### src/rtl/alu_defs.svh
// width and size macros for the core; include wherever a module or package sizes data
`ifndef ALU_DEFS_SVH
`define ALU_DEFS_SVH

// data word width in bits
`define ALU_W 4

// entries in the register file, r0 included
`define REG_CNT 4

// bits needed to address one register
// keep in step with REG_CNT
`define REG_AW 2

`endif
### src/rtl/alu_pkg.sv
// shared types of the execution core; modules refer to them as alu_pkg::name
`include "alu_defs.svh"

package alu_pkg;

	// operation select, same encoding as the original 4-bit ALU
	typedef enum logic [2:0] {
		OP_ADD = 3'b000,
		OP_SUB = 3'b001,
		OP_NOT = 3'b010,
		OP_AND = 3'b011,
		OP_OR  = 3'b100,
		OP_XOR = 3'b101,
		// result is 1 or 0
		OP_LT  = 3'b110,
		OP_EQ  = 3'b111
	} alu_op_e;

	// register index into the file
	typedef logic [`REG_AW-1:0] reg_addr_t;

	// one data word as carried on every operand and result path
	typedef logic [`ALU_W-1:0] data_t;

endpackage

### src/rtl/alu_core_top.sv
// top of the 4-bit execution core; decode, register file, ALU and writeback in a two-cycle pipe
`timescale 1ns/1ps

module alu_core_top (
	input  logic               clk,
	input  logic               rst_n,
	// instruction strobe
	input  logic               in_valid,
	input  alu_pkg::alu_op_e   in_op,
	input  alu_pkg::reg_addr_t in_dst,
	input  alu_pkg::reg_addr_t in_src_a,
	input  alu_pkg::reg_addr_t in_src_b,
	input  logic               in_use_imm,
	input  alu_pkg::data_t     in_imm,
	// result strobe, two cycles after the instruction
	output logic               out_valid,
	output alu_pkg::reg_addr_t out_dst,
	output alu_pkg::data_t     out_res,
	output logic               out_zero,
	output logic               out_carry,
	output logic               out_overflow
);

	// register file reads
	alu_pkg::reg_addr_t rd_addr_a;
	alu_pkg::reg_addr_t rd_addr_b;
	alu_pkg::data_t     rd_data_a;
	alu_pkg::data_t     rd_data_b;

	// execute stage
	logic               ex_valid;
	alu_pkg::alu_op_e   ex_op;
	alu_pkg::reg_addr_t ex_dst;
	alu_pkg::data_t     ex_a;
	alu_pkg::data_t     ex_b;

	// ALU outputs
	alu_pkg::data_t     alu_res;
	logic               alu_zero;
	logic               alu_carry;
	logic               alu_overflow;

	// write port, shared by the register file and the decode bypass
	logic               wr_en;
	alu_pkg::reg_addr_t wr_addr;
	alu_pkg::data_t     wr_data;

	instr_decode u_decode (
		.clk        (clk),        .rst_n      (rst_n),
		.in_valid   (in_valid),   .in_op      (in_op),
		.in_dst     (in_dst),     .in_src_a   (in_src_a),
		.in_src_b   (in_src_b),   .in_use_imm (in_use_imm),
		.in_imm     (in_imm),
		.rd_addr_a  (rd_addr_a),  .rd_data_a  (rd_data_a),
		.rd_addr_b  (rd_addr_b),  .rd_data_b  (rd_data_b),
		.wr_en      (wr_en),      .wr_addr    (wr_addr),     .wr_data (wr_data),
		.ex_valid   (ex_valid),   .ex_op      (ex_op),       .ex_dst  (ex_dst),
		.ex_a       (ex_a),       .ex_b       (ex_b)
	);

	reg_file u_regs (
		.clk       (clk),       .rst_n     (rst_n),
		.rd_addr_a (rd_addr_a), .rd_data_a (rd_data_a),
		.rd_addr_b (rd_addr_b), .rd_data_b (rd_data_b),
		.wr_en     (wr_en),     .wr_addr   (wr_addr),   .wr_data (wr_data)
	);

	alu_4bit u_alu (
		.alu_fnselec  (ex_op),
		.alu_a        (ex_a),
		.alu_b        (ex_b),
		.alu_res      (alu_res),
		.alu_zero     (alu_zero),
		.alu_carry    (alu_carry),
		.alu_overflow (alu_overflow)
	);

	writeback u_wb (
		.clk          (clk),          .rst_n     (rst_n),
		.ex_valid     (ex_valid),     .ex_dst    (ex_dst),
		.alu_res      (alu_res),      .alu_zero  (alu_zero),
		.alu_carry    (alu_carry),    .alu_overflow (alu_overflow),
		.wr_en        (wr_en),        .wr_addr   (wr_addr),   .wr_data (wr_data),
		.out_valid    (out_valid),    .out_dst   (out_dst),   .out_res (out_res),
		.out_zero     (out_zero),     .out_carry (out_carry),
		.out_overflow (out_overflow)
	);

endmodule

### src/rtl/writeback.sv
// writeback stage; registers the ALU result and flags, drives the register write and result strobe
`timescale 1ns/1ps

module writeback (
	input  logic               clk,
	input  logic               rst_n,
	// instruction in the execute stage
	input  logic               ex_valid,
	input  alu_pkg::reg_addr_t ex_dst,
	// ALU outputs for that instruction
	input  alu_pkg::data_t     alu_res,
	input  logic               alu_zero,
	input  logic               alu_carry,
	input  logic               alu_overflow,
	// write port, also the bypass source for decode
	output logic               wr_en,
	output alu_pkg::reg_addr_t wr_addr,
	output alu_pkg::data_t     wr_data,
	// result strobe to outside
	output logic               out_valid,
	output alu_pkg::reg_addr_t out_dst,
	output alu_pkg::data_t     out_res,
	output logic               out_zero,
	output logic               out_carry,
	output logic               out_overflow
);

	// flags and result keep their value between strobes
	always_ff @(posedge clk) begin
		if (!rst_n) begin
			out_valid    <= 1'b0;
			out_dst      <= '0;
			out_res      <= '0;
			out_zero     <= 1'b0;
			out_carry    <= 1'b0;
			out_overflow <= 1'b0;
		end else begin
			out_valid <= ex_valid;
			if (ex_valid) begin
				out_dst      <= ex_dst;
				out_res      <= alu_res;
				out_zero     <= alu_zero;
				out_carry    <= alu_carry;
				out_overflow <= alu_overflow;
			end
		end
	end

	// separate enable flop next to the register file port
	always_ff @(posedge clk) begin
		if (!rst_n) begin
			wr_en <= 1'b0;
		end else begin
			wr_en <= ex_valid;
		end
	end

	assign wr_addr = out_dst;
	assign wr_data = out_res;

	// an instruction in the stage brings a known destination, result and flags
	a_ex_known: assert property (@(posedge clk) disable iff (!rst_n)
		ex_valid |-> !$isunknown({ex_dst, alu_res, alu_zero, alu_carry, alu_overflow}));

endmodule

### src/rtl/alu_4bit.sv
// combinational 4-bit ALU for the core; eight operations with zero, carry and overflow flags
`timescale 1ns/1ps
`include "alu_defs.svh"

//  op   | function
//  000  | a + b
//  001  | a - b
//  010  | not a
//  011  | a and b
//  100  | a or b
//  101  | a xor b
//  110  | 1 if a < b unsigned, else 0
//  111  | 1 if a == b, else 0
//
// flags only mean something for add and subtract, otherwise all zero

module alu_4bit (
	input  alu_pkg::alu_op_e alu_fnselec,
	input  alu_pkg::data_t   alu_a,
	input  alu_pkg::data_t   alu_b,
	output alu_pkg::data_t   alu_res,
	output logic             alu_zero,
	output logic             alu_carry,
	output logic             alu_overflow
);

	// sign bit position
	localparam int MSB = `ALU_W - 1;

	// one extra bit to catch the carry out
	logic [`ALU_W:0] add_sum;
	logic [`ALU_W:0] sub_sum;

	assign add_sum = {1'b0, alu_a} + {1'b0, alu_b};

	// two's complement subtract, carry out set means a >= b
	assign sub_sum = {1'b0, alu_a} + {1'b0, ~alu_b} + (`ALU_W+1)'(1);

	always_comb begin
		alu_res      = '0;
		alu_zero     = 1'b0;
		alu_carry    = 1'b0;
		alu_overflow = 1'b0;

		case (alu_fnselec)
			alu_pkg::OP_ADD: begin
				alu_res   = add_sum[MSB:0];
				alu_carry = add_sum[`ALU_W];
				// like signs in, other sign out
				alu_overflow = (alu_a[MSB] == alu_b[MSB]) &&
					(add_sum[MSB] != alu_a[MSB]);
				alu_zero = (add_sum[MSB:0] == '0);
			end
			alu_pkg::OP_SUB: begin
				alu_res   = sub_sum[MSB:0];
				alu_carry = sub_sum[`ALU_W];
				// signed rule for a - b: operands differ in sign and result flips from a
				alu_overflow = (alu_a[MSB] != alu_b[MSB]) &&
					(sub_sum[MSB] != alu_a[MSB]);
				alu_zero = (sub_sum[MSB:0] == '0);
			end
			alu_pkg::OP_NOT: begin
				alu_res = ~alu_a;
			end
			alu_pkg::OP_AND: begin
				alu_res = alu_a & alu_b;
			end
			alu_pkg::OP_OR: begin
				alu_res = alu_a | alu_b;
			end
			alu_pkg::OP_XOR: begin
				alu_res = alu_a ^ alu_b;
			end
			alu_pkg::OP_LT: begin
				// unsigned compare
				if (alu_a < alu_b) begin
					alu_res = {{(`ALU_W-1){1'b0}}, 1'b1};
				end
			end
			alu_pkg::OP_EQ: begin
				if (alu_a == alu_b) begin
					alu_res = {{(`ALU_W-1){1'b0}}, 1'b1};
				end
			end
			default: begin
				alu_res = '0;
			end
		endcase
	end

endmodule

### src/rtl/reg_file.sv
// four-word register file with two combinational reads, one clocked write and r0 tied to zero
`timescale 1ns/1ps
`include "alu_defs.svh"

module reg_file (
	input  logic               clk,
	input  logic               rst_n,
	// read port a
	input  alu_pkg::reg_addr_t rd_addr_a,
	output alu_pkg::data_t     rd_data_a,
	// read port b
	input  alu_pkg::reg_addr_t rd_addr_b,
	output alu_pkg::data_t     rd_data_b,
	// write port from writeback
	input  logic               wr_en,
	input  alu_pkg::reg_addr_t wr_addr,
	input  alu_pkg::data_t     wr_data
);

	alu_pkg::data_t regs [`REG_CNT];

	// r0 is skipped, it holds its reset value of zero
	always_ff @(posedge clk) begin
		if (!rst_n) begin
			for (int i = 0; i < `REG_CNT; i++) begin
				regs[i] <= '0;
			end
		end else if (wr_en && wr_addr != '0) begin
			regs[wr_addr] <= wr_data;
		end
	end

	// reads see the old value during the write cycle
	always_comb begin
		if (rd_addr_a == '0) begin
			rd_data_a = '0;
		end else begin
			rd_data_a = regs[rd_addr_a];
		end
	end

	always_comb begin
		if (rd_addr_b == '0) begin
			rd_data_b = '0;
		end else begin
			rd_data_b = regs[rd_addr_b];
		end
	end

	// write enable never comes with a floating index
	a_wr_addr_known: assert property (@(posedge clk) disable iff (!rst_n)
		wr_en |-> !$isunknown(wr_addr));

endmodule

### src/rtl/instr_decode.sv
// decode stage; registers each strobed instruction with its operands and bypasses the writeback
`timescale 1ns/1ps

module instr_decode (
	input  logic               clk,
	input  logic               rst_n,
	// instruction strobe from outside
	input  logic               in_valid,
	input  alu_pkg::alu_op_e   in_op,
	input  alu_pkg::reg_addr_t in_dst,
	input  alu_pkg::reg_addr_t in_src_a,
	input  alu_pkg::reg_addr_t in_src_b,
	input  logic               in_use_imm,
	input  alu_pkg::data_t     in_imm,
	// register file read ports
	output alu_pkg::reg_addr_t rd_addr_a,
	input  alu_pkg::data_t     rd_data_a,
	output alu_pkg::reg_addr_t rd_addr_b,
	input  alu_pkg::data_t     rd_data_b,
	// pending write from writeback
	input  logic               wr_en,
	input  alu_pkg::reg_addr_t wr_addr,
	input  alu_pkg::data_t     wr_data,
	// registered instruction towards the ALU and writeback
	output logic               ex_valid,
	output alu_pkg::alu_op_e   ex_op,
	output alu_pkg::reg_addr_t ex_dst,
	output alu_pkg::data_t     ex_a,
	output alu_pkg::data_t     ex_b
);

	// operands as read this cycle, before the stage register
	alu_pkg::data_t     opnd_a;
	alu_pkg::data_t     opnd_b;
	// stage register contents
	alu_pkg::data_t     a_q;
	alu_pkg::data_t     b_q;
	alu_pkg::reg_addr_t src_a_q;
	alu_pkg::reg_addr_t src_b_q;

	assign rd_addr_a = in_src_a;
	assign rd_addr_b = in_src_b;

	// write two instructions ahead lands only at the end of this cycle
	always_comb begin
		opnd_a = rd_data_a;
		if (wr_en && wr_addr == in_src_a && in_src_a != '0) begin
			opnd_a = wr_data;
		end
		opnd_b = rd_data_b;
		if (wr_en && wr_addr == in_src_b && in_src_b != '0) begin
			opnd_b = wr_data;
		end
		if (in_use_imm) begin
			opnd_b = in_imm;
		end
	end

	always_ff @(posedge clk) begin
		if (!rst_n) begin
			ex_valid <= 1'b0;
		end else begin
			ex_valid <= in_valid;
		end
	end

	always_ff @(posedge clk) begin
		if (in_valid) begin
			ex_op   <= in_op;
			ex_dst  <= in_dst;
			a_q     <= opnd_a;
			b_q     <= opnd_b;
			src_a_q <= in_src_a;
			// r0 as source never matches a write, so an immediate is never replaced
			src_b_q <= in_use_imm ? '0 : in_src_b;
		end
	end

	// result of the instruction directly ahead is in writeback now
	always_comb begin
		ex_a = a_q;
		if (wr_en && wr_addr == src_a_q && src_a_q != '0) begin
			ex_a = wr_data;
		end
		ex_b = b_q;
		if (wr_en && wr_addr == src_b_q && src_b_q != '0) begin
			ex_b = wr_data;
		end
	end

	// a strobed instruction carries a real operation
	a_op_known: assert property (@(posedge clk) disable iff (!rst_n)
		in_valid |-> !$isunknown(in_op));

endmodule

### config.mk
export PLATFORM = sky130hd
export DESIGN_NAME = alu_core_top
export DESIGN_NICKNAME = d
export VERILOG_FILES = /design/src/rtl/alu_pkg.sv /design/src/rtl/alu_core_top.sv /design/src/rtl/writeback.sv /design/src/rtl/alu_4bit.sv /design/src/rtl/reg_file.sv /design/src/rtl/instr_decode.sv
export VERILOG_INCLUDE_DIRS = /design/src /design/src/rtl
export SDC_FILE = /design/constraint.sdc
export NUM_CORES = 1
export LEC_CHECK = 0
export ABC_AREA = 0
export BUFFER_PORTS_ARGS = -buffer_cell sky130_fd_sc_hd__buf_2
export CORE_MARGIN = 2
export CORE_UTILIZATION = 40
export CTS_BUF_LIST = sky130_fd_sc_hd__clkbuf_8 sky130_fd_sc_hd__clkbuf_16
export DETAILED_ROUTE_END_ITERATION = 16
export HOLD_SLACK_MARGIN = 0.03
export PLACE_DENSITY_LB_ADDON = 0.08
export SYNTH_ARGS = -nofsm -noshare
export SYNTH_HDL_FRONTEND = slang
export SYNTH_SLANG_ARGS = --single-unit
### constraint.sdc
create_clock -name clk -period 3.4 [get_ports clk]
set_input_delay 0.17 -clock clk [delete_from_list [all_inputs] [get_ports clk]]
set_output_delay 0.17 -clock clk [all_outputs]
set_load 0.05 [all_outputs]
==> key figures, run 1 <==
Status
  • Status: finished clean

Clocking
  • CTS tree: built
  • Post-CTS Setup Bufs: 0
  • Reg clk slew, reported paths: 90 ps
  • CTS resizes: 0
  • H-tree depth: 2
  • Root buffer cell: clkbuf_8
  • CTS max path bufs: 2
  • Clock Sinks: 40
  • Hold_buf cts: 2
  • Number of CTS-inserted buffers: 5
  • Clock Latency Late Sink: 300 ps

Global routing
  • Number of global-route vias before repair: approximately 2000
  • Total gr overflow: 0
  • Pin count of the biggest net entering global routing: 19
  • GRT Util Overall: about a fifth
  • Global-route wire length before repair: 10500 um
  • Initial antenna violation count: 0

Worst setup path
  • Worst Path Required: ~3600 ps
  • RR Endpoint: u_wb.out_zero$_SDFFE_PN0P_
  • Maximum net fanout on the critical path: 6
  • Arrival @ worst endpoint: 3420 ps
  • CP max-delay cell: or4_1
  • Worst path max stage delay: 470 ps
  • Buffer and inverter count on the worst path: 2
  • Delay-heaviest family, CP: compound AO/OA/AOI/OAI gates
  • Crit. End Element: register
  • Worst path cell trace: buf_4 > nor4bb_4 > a22oi_4 > mux2i_1 > inv_1 > ha_1 > o21ba_2 > o21ai_1 > xnor2_1 > or4_1 > a31oi_1
  • R2R setup slack: about 220 ps
  • Crit start category: register
  • WS Path Type: register to register
  • Worst r2r src: u_wb.out_dst[0]$_SDFFE_PN0P_
  • R2R depth: 11

STA
  • Worst-margin pin slew: 775 ps
  • Min Tclk post-route: 3180 ps
  • # setup viols final: 0
  • Worst clock skew: roughly 10 ps
  • Period utilization: between 90 and 100%
  • Setup_tns: 0 ps
  • Max-slew violations: 0
  • WHS: 44.7 ps
  • Setup ws final: 224 ps
  • RSZ-0062 raised after global routing: false
  • Max Freq: 0.315 GHz
  • Final hold vios: 0
  • Max_slew headroom: 47.9%

Final layout
  • Nets: 320
  • Antenna cells: 0
  • Area grow syn2layout: 13.8%
  • Share of cells above drive strength 1: 21.7%
  • Final core area utilization: 46.8%
  • Fin area: 2970 sq um

Synthesis
  • Gate Count Post-Synth: 260
  • Mapped cell area: 2610 sq um
  • Most common cell in the netlist: edfxtp_1
  • Synth Flop Type: edfxtp_1
  • Synth area leader: edfxtp_1
  • Mean area per synthesized cell: ~10 sq um
  • Synth cell types: 48
  • Top post-synthesis cells by count: 29 x edfxtp_1, 22 x nor2_1, 18 x nand2_1, 17 x inv_1
  • Synth Net Count: 291
  • Sequential fraction of the synthesis area: around two fifths
  • Synth top area share: 33.3%
  • Post-synth ARST share: 0%
  • Area contributors post-synth: edfxtp_1 33%, dfxtp_1 8.4%, mux2_2 6.5%, ha_1 6.2%, mux2i_1 4.2%
  • Yosys Warn Count: 0
  • #FFs+latches synth: 40
  • Number of synthesized flops with an enable pin: 29

Place
  • DP Worst Slack: about 220 ps
  • GP Congestion: 0.826
  • DP Area: about 2800 sq um
  • Port Buffer Count: 26
  • Placed wire-length estimate: 4750 um

Die
  • Die X: 84.8 um
  • I/O Pins: 27
  • Rows: 29
  • Initial core utilization: around 41%
  • Core area: 6350 sq um
  • Chip Height: 84.8 um
  • Die area: 7190 sq um

Drt
  • # DRC: 0
  • Max layer used: met4
  • 1st-iter DRT viols: 88
  • Via count: 1999
  • DR pass1 iterations: 4
  • Post-Route WL: between 6000 and 7000 um
  • DR WL met2: 3030 um
  • Avg WL per Cell: ~17 um
  • ANT nets after route: 0
  • Vias/cell: 5.45
  • Post-Route M1 WL: 3070 um
  • Met3 wire len: 192 um

Power and ir drop
  • Lkg Pwr: 1.27 nW
  • Peak VDD IR: 0.000208 V
  • PD cells: 416 nW/um^2

Worst hold path
  • Hold Path End: u_decode.ex_op[1]$_DFFE_PP_
  • Hold Startpoint: in_op[1]
  • Worst hold-check path type: primary input to register
  • WHS Path Cells: 1

Run
  • Max cap viols: 0
## worst register-to-register path, cell delays in order, from the launching register on
cell and delay, ps:
dfxtp_1 460, buf_4 200, nor4bb_4 290, a22oi_4 170, mux2i_1 270, inv_1 140, ha_1 370, o21ba_2 250
o21ai_1 210, xnor2_1 110, or4_1 470, a31oi_1 170
## area by class of cell
cell class	instances	area, sq um
inverters	18	67.6
fillers	629	3380
flip-flops and latches	40	1090
clock inverters	1	8.76
multi-input cells	187	1380
clock buffers	7	108
repair buffers	37	220
well taps	77	96.3
## metal layers
metal	GRT usage (%)	up-vias
met1	26.3	956
li1	-	998
met4	4.76	0
met2	30.3	37
met3	3.60	8
met5	0	-
## through the flow
step | std cells | power (mW)
detailed placement | 356 | 0.845
floorplan | 260 | 0.769
CTS | 366 | 1.25
finish | 367 | 1.24
global placement | 356 | 0.846
global route | 367 | 1.30
## worst max path at each step
stage                                       startpoint                          to  slack (ps)  depth (start not counted)
after global placement    u_wb.out_dst[0]$_SDFFE_PN0P_  u_wb.out_zero$_SDFFE_PN0P_         290                         11
after floorplan           u_wb.out_dst[1]$_SDFFE_PN0P_  u_wb.out_zero$_SDFFE_PN0P_          50                         11
after detailed placement  u_wb.out_dst[0]$_SDFFE_PN0P_  u_wb.out_zero$_SDFFE_PN0P_         220                         11
after CTS                 u_wb.out_dst[0]$_SDFFE_PN0P_  u_wb.out_zero$_SDFFE_PN0P_         210                         11
after global routing      u_wb.out_dst[0]$_SDFFE_PN0P_  u_wb.out_zero$_SDFFE_PN0P_          30                         11
final                     u_wb.out_dst[0]$_SDFFE_PN0P_  u_wb.out_zero$_SDFFE_PN0P_         220                         11
## cell families after synthesis
kind of cell               after synthesis  share of synthesized area (%)
and+or+nand+nor                         75                           15.6
AOI/OAI and AO/OA                       61                           15.7
DFF                                     40                           41.8
buffers and inverters                   33                           5.36
muxes                                   27                           11.3
adders and majority gates               14                           6.99
xor gates and xnor gates                10                           3.35
## report_power, final
part | internal, mW | leakage (nW) | total (mW) | switching, mW
sequential | 0.554 | 0.383 | 0.591 | 0.0369
combinational | 0.104 | 0.823 | 0.246 | 0.142
clock | 0.211 | 0.0596 | 0.401 | 0.190
## state kept, by name (all words and copies together) (netlist names), 2 cells and up
signal and cells:
u_decode.src_b_q 2, u_regs.regs 12, u_decode.a_q 4, u_wb.out_res 4, u_decode.ex_dst 2, u_wb.out_dst 2, u_decode.b_q 4, u_decode.ex_op 3
u_decode.src_a_q 2
## cell usage in the layout (no fill, tap or decap), types with 3 or more instances in the layout
cell type	synthesis	final
a21oi_1	12	12
a22o_1	6	6
a22oi_1	4	4
a31oi_1	6	6
and3_1	3	3
buf_2	1	26
buf_4	0	8
clkbuf_8	0	6
dfxtp_1	11	11
dlygate4sd3_1	0	3
edfxtp_1	29	29
ha_1	13	13
inv_1	17	17
mux2_2	15	15
mux2i_1	11	11
nand2_1	18	18
nand2b_1	3	3
nor2_1	22	22
nor2b_1	9	9
nor3_1	3	3
nor3b_1	4	4
o21ai_0	15	15
o21ai_1	4	4
xnor2_1	7	7
xor2_1	3	3
Power figures use the tool's default switching activity.
==> run 2, diff against run 1 <==
--- a/config.mk
+++ b/config.mk
@@ -6,7 +6,7 @@
 export SDC_FILE = /design/constraint.sdc
 export NUM_CORES = 1
 export LEC_CHECK = 0
-export ABC_AREA = 0
+export ABC_AREA = 1
 export BUFFER_PORTS_ARGS = -buffer_cell sky130_fd_sc_hd__buf_2
 export CORE_MARGIN = 2
 export CORE_UTILIZATION = 40
==> key figures, run 2 <==
Status
  • Status: finished clean (unchanged)

Final layout
  • Antenna cells: 0 (unchanged)
  • Final core area utilization: 46.0% (was 46.8%)
  • Number of flip-flops in the largest register: 16 (was 12)
  • Area grow syn2layout: 11.5% (was 13.8%)
  • Non-filler instance count after layout: 479 (was 367)
  • FILL cells: 674 (was 629)
  • Most common cell after layout, fill and taps aside: nand2_1 (was edfxtp_1)
  • Register Area: 1210 sq um (was 1090 sq um)
  • Fin area: 3130 sq um (was 2970 sq um)
  • Nets: 413 (was 320)
  • Share of cells above drive strength 1: 12.5% (was 21.7%)
  • Top reg by flops: u_regs.regs (unchanged)
  • Area of the multi-input gates: 1340 sq um (was 1380 sq um)
  • Commonest cells after routing, fill and taps aside: 64 x nand2_1, 47 x inv_1, 41 x nor2_1 (was 29 x edfxtp_1, 26 x buf_2, 22 x nor2_1)

STA
  • Worst-margin pin slew: 837 ps (was 775 ps)
  • Setup ws final: 405 ps (was 224 ps)
  • Max-slew violations: 0 (unchanged)
  • Min Tclk post-route: 3000 ps (was 3180 ps)
  • Final hold vios: 0 (unchanged)
  • Worst clock skew: 10.3 ps (was 10.4 ps)
  • Max Freq: 0.334 GHz (was 0.315 GHz)
  • RSZ-0062 raised after global routing: false (unchanged)
  • Max_slew headroom: 43.7% (was 47.9%)
  • # setup viols final: 0 (unchanged)
  • Setup_tns: 0 ps (unchanged)
  • Period utilization: 88.1% (was 93.4%)

Place
  • DP Worst Slack: 450 ps (was 221 ps)
  • GP Congestion: 0.871 (was 0.826)
  • Placed wire-length estimate: 5390 um (was 4750 um)
  • DP Area: 3000 sq um (was 2830 sq um)
  • Placed Cells: 467 (was 356)
  • Port Buffer Count: 26 (unchanged)

Synthesis
  • Synth top area share: 35.4% (was 33.3%)
  • #FFs+latches synth: 44 (was 40)
  • Number of synthesized flops with an enable pin: 33 (was 29)
  • Mean area per synthesized cell: 7.94 sq um (was 10.0 sq um)
  • Mapped cell area: 2800 sq um (was 2610 sq um)
  • Yosys Warn Count: 0 (unchanged)
  • Post-synth ARST share: 0% (unchanged)
  • Area contributors post-synth: edfxtp_1 35%, nand2_1 8.6%, dfxtp_1 7.9%, inv_1 6.2%, ha_1 5.8% (was edfxtp_1 33%, dfxtp_1 8.4%, mux2_2 6.5%, ha_1 6.2%, mux2i_1 4.2%)
  • Sequential fraction of the synthesis area: 43.2% (was 41.8%)
  • Synth cell types: 37 (was 48)
  • Gate Count Post-Synth: 353 (was 260)
  • Synth area leader: edfxtp_1 (unchanged)
  • Synth Flop Type: edfxtp_1 (unchanged)
  • Top post-synthesis cells by count: 64 x nand2_1, 46 x inv_1, 41 x nor2_1, 33 x edfxtp_1, 31 x o21ai_0 (was 29 x edfxtp_1, 22 x nor2_1, 18 x nand2_1, 17 x inv_1)
  • Most common cell in the netlist: nand2_1 (was edfxtp_1)

Drt
  • DR pass1 iterations: 5 (was 4)
  • Avg WL per Cell: 14.7 um (was 17.4 um)
  • ANT nets after route: 0 (unchanged)
  • Post-Route WL: 7060 um (was 6380 um)
  • Via count: 2434 (was 1999)
  • # DRC: 0 (unchanged)
  • 1st-iter DRT viols: 196 (was 88)
  • Vias/cell: 5.08 (was 5.45)

Clocking
  • Clock Latency Late Sink: 300 ps (about the same)
  • CTS max path bufs: 2 (unchanged)
  • CTS tree: built (unchanged)
  • Reg clk slew, reported paths: 90 ps (about the same)
  • Clock Sinks: 44 (was 40)
  • CTS resizes: 0 (unchanged)
  • Root buffer cell: clkbuf_8 (unchanged)
  • Number of CTS-inserted buffers: 5 (unchanged)
  • H-tree depth: 2 (unchanged)

Die
  • Die X: 87.7 um (was 84.8 um)
  • Core area: 6790 sq um (was 6350 sq um)
  • I/O Pins: 27 (unchanged)
  • Initial core utilization: 41.3% (was 41.1%)
  • Rows: 30 (was 29)
  • Chip Height: 87.7 um (was 84.8 um)
  • Die area: 7690 sq um (was 7190 sq um)

Global routing
  • Number of global-route vias before repair: 2262 (was 1964)
  • GRT Util Overall: 19.5% (was 18.8%)
  • Pin count of the biggest net entering global routing: 19 (unchanged)
  • Global-route wire length before repair: 11500 um (was 10500 um)
  • Total gr overflow: 0 (unchanged)
  • Initial antenna violation count: 0 (unchanged)

Worst hold path
  • Worst hold-check path type: primary input to register (unchanged)
  • WHS Path Cells: 1 (unchanged)

Worst setup path
  • Worst Path Required: 3580 ps (was 3640 ps)
  • WS Path Type: register to register (unchanged)
  • Crit start category: register (unchanged)
  • Arrival @ worst endpoint: 3180 ps (was 3420 ps)
  • Maximum net fanout on the critical path: 12 (was 6)
  • R2R depth: 12 (was 11)
  • Crit. End Element: register (unchanged)

Power and ir drop
  • PD cells: 406 nW/um^2 (was 416 nW/um^2)
  • Peak VDD IR: 0.000224 V (was 0.000208 V)
  • Lkg Pwr: 1.35 nW (was 1.27 nW)

Run
  • Max cap viols: 0 (unchanged)
run 2: cell types whose count changed after synthesis, moves of 15 or more:
cell | before | now
nand2_1 | 18 | 64
inv_1 | 17 | 46
nor2_1 | 22 | 41
nand3_1 | 2 | 19
o21ai_0 | 15 | 31
mux2_2 | 15 | 0
run 2: worst paths after layout:
| path | end | start | slack [ps] |
|---|---|---|---|
| setup / recovery | u_wb.out_res[1]$_SDFFE_PN0P_ | u_wb.out_dst[0]$_SDFFE_PN0P_ | 400 |
| hold / removal | u_decode.ex_dst[0]$_DFFE_PP_ | in_dst[0] | 40 |
| setup reg to reg | u_wb.out_res[1]$_SDFFE_PN0P_ | u_wb.out_dst[0]$_SDFFE_PN0P_ | 400 |
| hold reg to reg | u_wb.out_carry$_SDFFE_PN0P_ | u_wb.out_carry$_SDFFE_PN0P_ | 490 |
run 2: routing by layer:
layer | part of all wire (%) | track usage (%)
met1 | 52 | 30.2
met5 | 0 | 0
met2 | 42 | 27.8
met4 | 0.89 | 5.45
met3 | 5.1 | 3.58
run 2: kinds of logic after synthesis:
| kind of cell | Yosys count | share of synthesized area (%) |
|---|---|---|
| xor+xnor | 6 | 1.87 |
| buf+inv | 62 | 9.33 |
| compound gates | 78 | 15.5 |
| simple gates | 148 | 23.4 |
| other cells | 1 | 0.134 |
| fa+ha+maj | 14 | 6.52 |
| flops | 44 | 43.2 |
run 2: critical path, cell delays in order, from the launching register on:
cell      delay (ps)
dfxtp_1          610
nor2_2            90
nor2_4           160
nand3_2          240
o21ai_0          370
inv_1            110
ha_1             200
inv_1             90
fa_1             440
a211oi_1         320
nand2_1          110
nand2_1           80
a21oi_1           70
run 2: cell type report:
class                           instances  share of cell area (%)
Multi-Input combinational cell        250                    42.9
Sequential cell                        44                    38.8
Inverter                               51                    6.20
Timing Repair Buffer                   30                    5.44
Tap cell                               96                    3.84
Clock buffer                            5                    2.20
Clock inverter                          3                   0.641
run 2: timing repair:
item / CTS / global route
hold endpoints to repair: 3 / 1
setup buffers: 0 / 0
hold buffers: 3 / 1
run 2: metrics by stage:
stage	hold slack, ps	power, mW
floorplan	268	0.859
global placement	347	0.943
detailed placement	349	0.940
CTS	31.6	1.28
global route	30.1	1.34
finish	38.6	1.27
run 2: where the power goes:
part           total [mW]  switching, mW  internal [mW]
Combinational       0.292          0.198         0.0937
Clock               0.335          0.191          0.143
Sequential          0.643         0.0288          0.614
==> run 3, diff against run 2 <==
--- a/config.mk
+++ b/config.mk
@@ -8,12 +8,14 @@
 export LEC_CHECK = 0
 export ABC_AREA = 1
 export BUFFER_PORTS_ARGS = -buffer_cell sky130_fd_sc_hd__buf_2
+export CAP_MARGIN = 10
 export CORE_MARGIN = 2
 export CORE_UTILIZATION = 40
 export CTS_BUF_LIST = sky130_fd_sc_hd__clkbuf_8 sky130_fd_sc_hd__clkbuf_16
 export DETAILED_ROUTE_END_ITERATION = 16
 export HOLD_SLACK_MARGIN = 0.03
 export PLACE_DENSITY_LB_ADDON = 0.08
+export RECOVER_POWER = 50
 export SYNTH_ARGS = -nofsm -noshare
 export SYNTH_HDL_FRONTEND = slang
 export SYNTH_SLANG_ARGS = --single-unit
==> key figures, run 3 (synthesized netlist as in run 2, its figures left out) <==
Global routing
  • Met3 Usage GRT: 3.58% (unchanged)
  • GR peak layer: met1 (unchanged)
  • Initial antenna violation count: 0 (unchanged)
  • GR Layer Usage met1: 30.2% (unchanged)
  • Global-route wire length before repair: 11500 um (unchanged)
  • Pin count of the biggest net entering global routing: 19 (unchanged)
  • GRT Util Overall: 19.5% (unchanged)
  • GR Util met2: 27.8% (unchanged)
  • Total gr overflow: 0 (unchanged)
  • Number of global-route vias before repair: 2262 (unchanged)

Place
  • GP Congestion: 0.871 (unchanged)
  • Placed wire-length estimate: 5390 um (unchanged)
  • DP Area: 3000 sq um (unchanged)
  • Port Buffer Count: 26 (unchanged)

Power and ir drop
  • Sequential power share: 50.6% (about the same)
  • Peak VDD IR: 0.000222 V (was 0.000224 V)
  • Lkg Pwr: 1.30 nW (was 1.35 nW)
  • Logic gate share of total power: 22.8% (was 23.0%)
  • Pint: 0.849 mW (was 0.851 mW)
  • PD cells: 409 nW/um^2 (was 406 nW/um^2)
  • Sw Ratio: 33.2% (was 33.0%)
  • Clock network power share: 26.6% (was 26.4%)
  • Sw power: 0.422 mW (was 0.419 mW)

Clocking
  • Clock Latency Late Sink: 310 ps (was 300 ps)
  • H-tree depth: 2 (unchanged)
  • Reg clk slew, reported paths: 90 ps (about the same)
  • Number of CTS-inserted buffers: 5 (unchanged)
  • CTS resizes: 0 (unchanged)
  • Clock Sinks: 44 (unchanged)
  • Hold_buf cts: 3 (unchanged)
  • Post-CTS Setup Bufs: 0 (unchanged)
  • CTS max path bufs: 2 (unchanged)
  • Root buffer cell: clkbuf_8 (unchanged)
  • CTS tree: built (unchanged)

STA
  • Worst-margin pin slew: 1080 ps (was 837 ps)
  • RSZ-0062 raised after global routing: false (unchanged)
  • Period utilization: 88.2% (was 88.1%)
  • Max_slew headroom: 28.0% (was 43.7%)
  • Max-slew violations: 0 (unchanged)
  • Max Freq: 0.334 GHz (about the same)
  • Worst clock skew: 13.2 ps (was 10.3 ps)
  • # setup viols final: 0 (unchanged)
  • Final hold vios: 0 (unchanged)
  • Min Tclk post-route: 3000 ps (about the same)
  • Setup_tns: 0 ps (unchanged)

Worst setup path
  • Crit. End Element: register (unchanged)
  • R2R setup slack: 400 ps (about the same)
  • Arrival @ worst endpoint: 3180 ps (about the same)
  • WS Path Type: register to register (unchanged)
  • Crit start category: register (unchanged)
  • Maximum net fanout on the critical path: 12 (unchanged)
  • Worst Path Required: 3590 ps (was 3580 ps)

Die
  • Chip Height: 87.7 um (unchanged)
  • Rows: 30 (unchanged)
  • Core area: 6790 sq um (unchanged)
  • I/O Pins: 27 (unchanged)
  • Die X: 87.7 um (unchanged)
  • Initial core utilization: 41.3% (unchanged)
  • Die area: 7690 sq um (unchanged)

Final layout
  • Top reg by flops: u_regs.regs (unchanged)
  • Area grow syn2layout: 10.9% (was 11.5%)
  • Share of cells above drive strength 1: 8.88% (was 12.5%)
  • Nets: 413 (unchanged)
  • Commonest cells after routing, fill and taps aside: 64 x nand2_1, 47 x inv_1, 41 x nor2_1 (unchanged)
  • Fin area: 3110 sq um (was 3130 sq um)
  • Antenna cells: 0 (unchanged)
  • Number of flip-flops in the largest register: 16 (unchanged)
  • Most common cell after layout, fill and taps aside: nand2_1 (unchanged)

Drt
  • Vias/cell: 5.14 (was 5.08)
  • Avg WL per Cell: 14.8 um (was 14.7 um)
  • ANT nets after route: 0 (unchanged)
  • DR pass1 iterations: 5 (unchanged)
  • Via count: 2461 (was 2434)
  • Post-Route WL: 7090 um (was 7060 um)
  • # DRC: 0 (unchanged)
  • 1st-iter DRT viols: 195 (was 196)

Run
  • Max cap viols: 0 (unchanged)

Worst hold path
  • Worst hold-check path type: primary input to register (unchanged)

Status
  • Status: finished clean (unchanged)
run 3: changes by cell type in the layout (fill, tap and decap cells not counted):
cell,delta
buf_2,-14
clkbuf_1,+14
run 3: final timing paths:
path | end | startpoint | cells past startpoint
max | u_wb.out_res[1]$_SDFFE_PN0P_ | u_wb.out_dst[0]$_SDFFE_PN0P_ | 12
max reg2reg | u_wb.out_res[1]$_SDFFE_PN0P_ | u_wb.out_dst[0]$_SDFFE_PN0P_ | 12
min reg2reg | u_wb.out_carry$_SDFFE_PN0P_ | u_wb.out_carry$_SDFFE_PN0P_ | 2
min | u_decode.ex_dst[0]$_DFFE_PP_ | in_dst[0] | 1
run 3: metal layers:
metal  share of wire, %  up-vias
li1                   -     1243
met1                 52     1126
met2                 41       88
met3                5.6        4
met4               0.86        0
met5                  0        -
run 3: area by class of cell:
cell class              instances  area [sq um]
inverters                      51           194
clock buffers                   5          68.8
flip-flops and latches         44          1210
clock inverters                 3          20.0
fillers                       684          3690
well taps                      96           120
multi-input cells             250          1340
repair buffers                 30           153
run 3: critical path: stages, from the launching register on:
cell and delay, ps:
dfxtp_1 600, nor2_2 90, nor2_4 150, nand3_2 240
o21ai_0 370, inv_1 110, ha_1 200, inv_1 90
fa_1 440, a211oi_1 320, nand2_1 110, nand2_1 80
a21oi_1 70
run 3: power by group through the flow:
stage / clock network [mW] / registers (mW) / logic (mW)
2_1_floorplan: 0 / 0.666 / 0.193
4_1_cts: 0.348 / 0.642 / 0.289
6_report: 0.338 / 0.643 / 0.290
3_5_place_dp: 0 / 0.654 / 0.286
5_1_grt: 0.363 / 0.648 / 0.326
3_3_place_gp: 0 / 0.654 / 0.288
run 3: metrics by stage:
step	worst slack, ps	hold WS [ps]	instances	utilization, %	power (mW)
2_1_floorplan	589	268	356	-	0.859
3_3_place_gp	514	347	467	44.1	0.943
3_5_place_dp	450	349	467	44.1	0.940
4_1_cts	432	31.6	478	45.9	1.28
5_1_grt	111	30.1	479	45.7	1.34
6_report	403	37.8	479	45.7	1.27
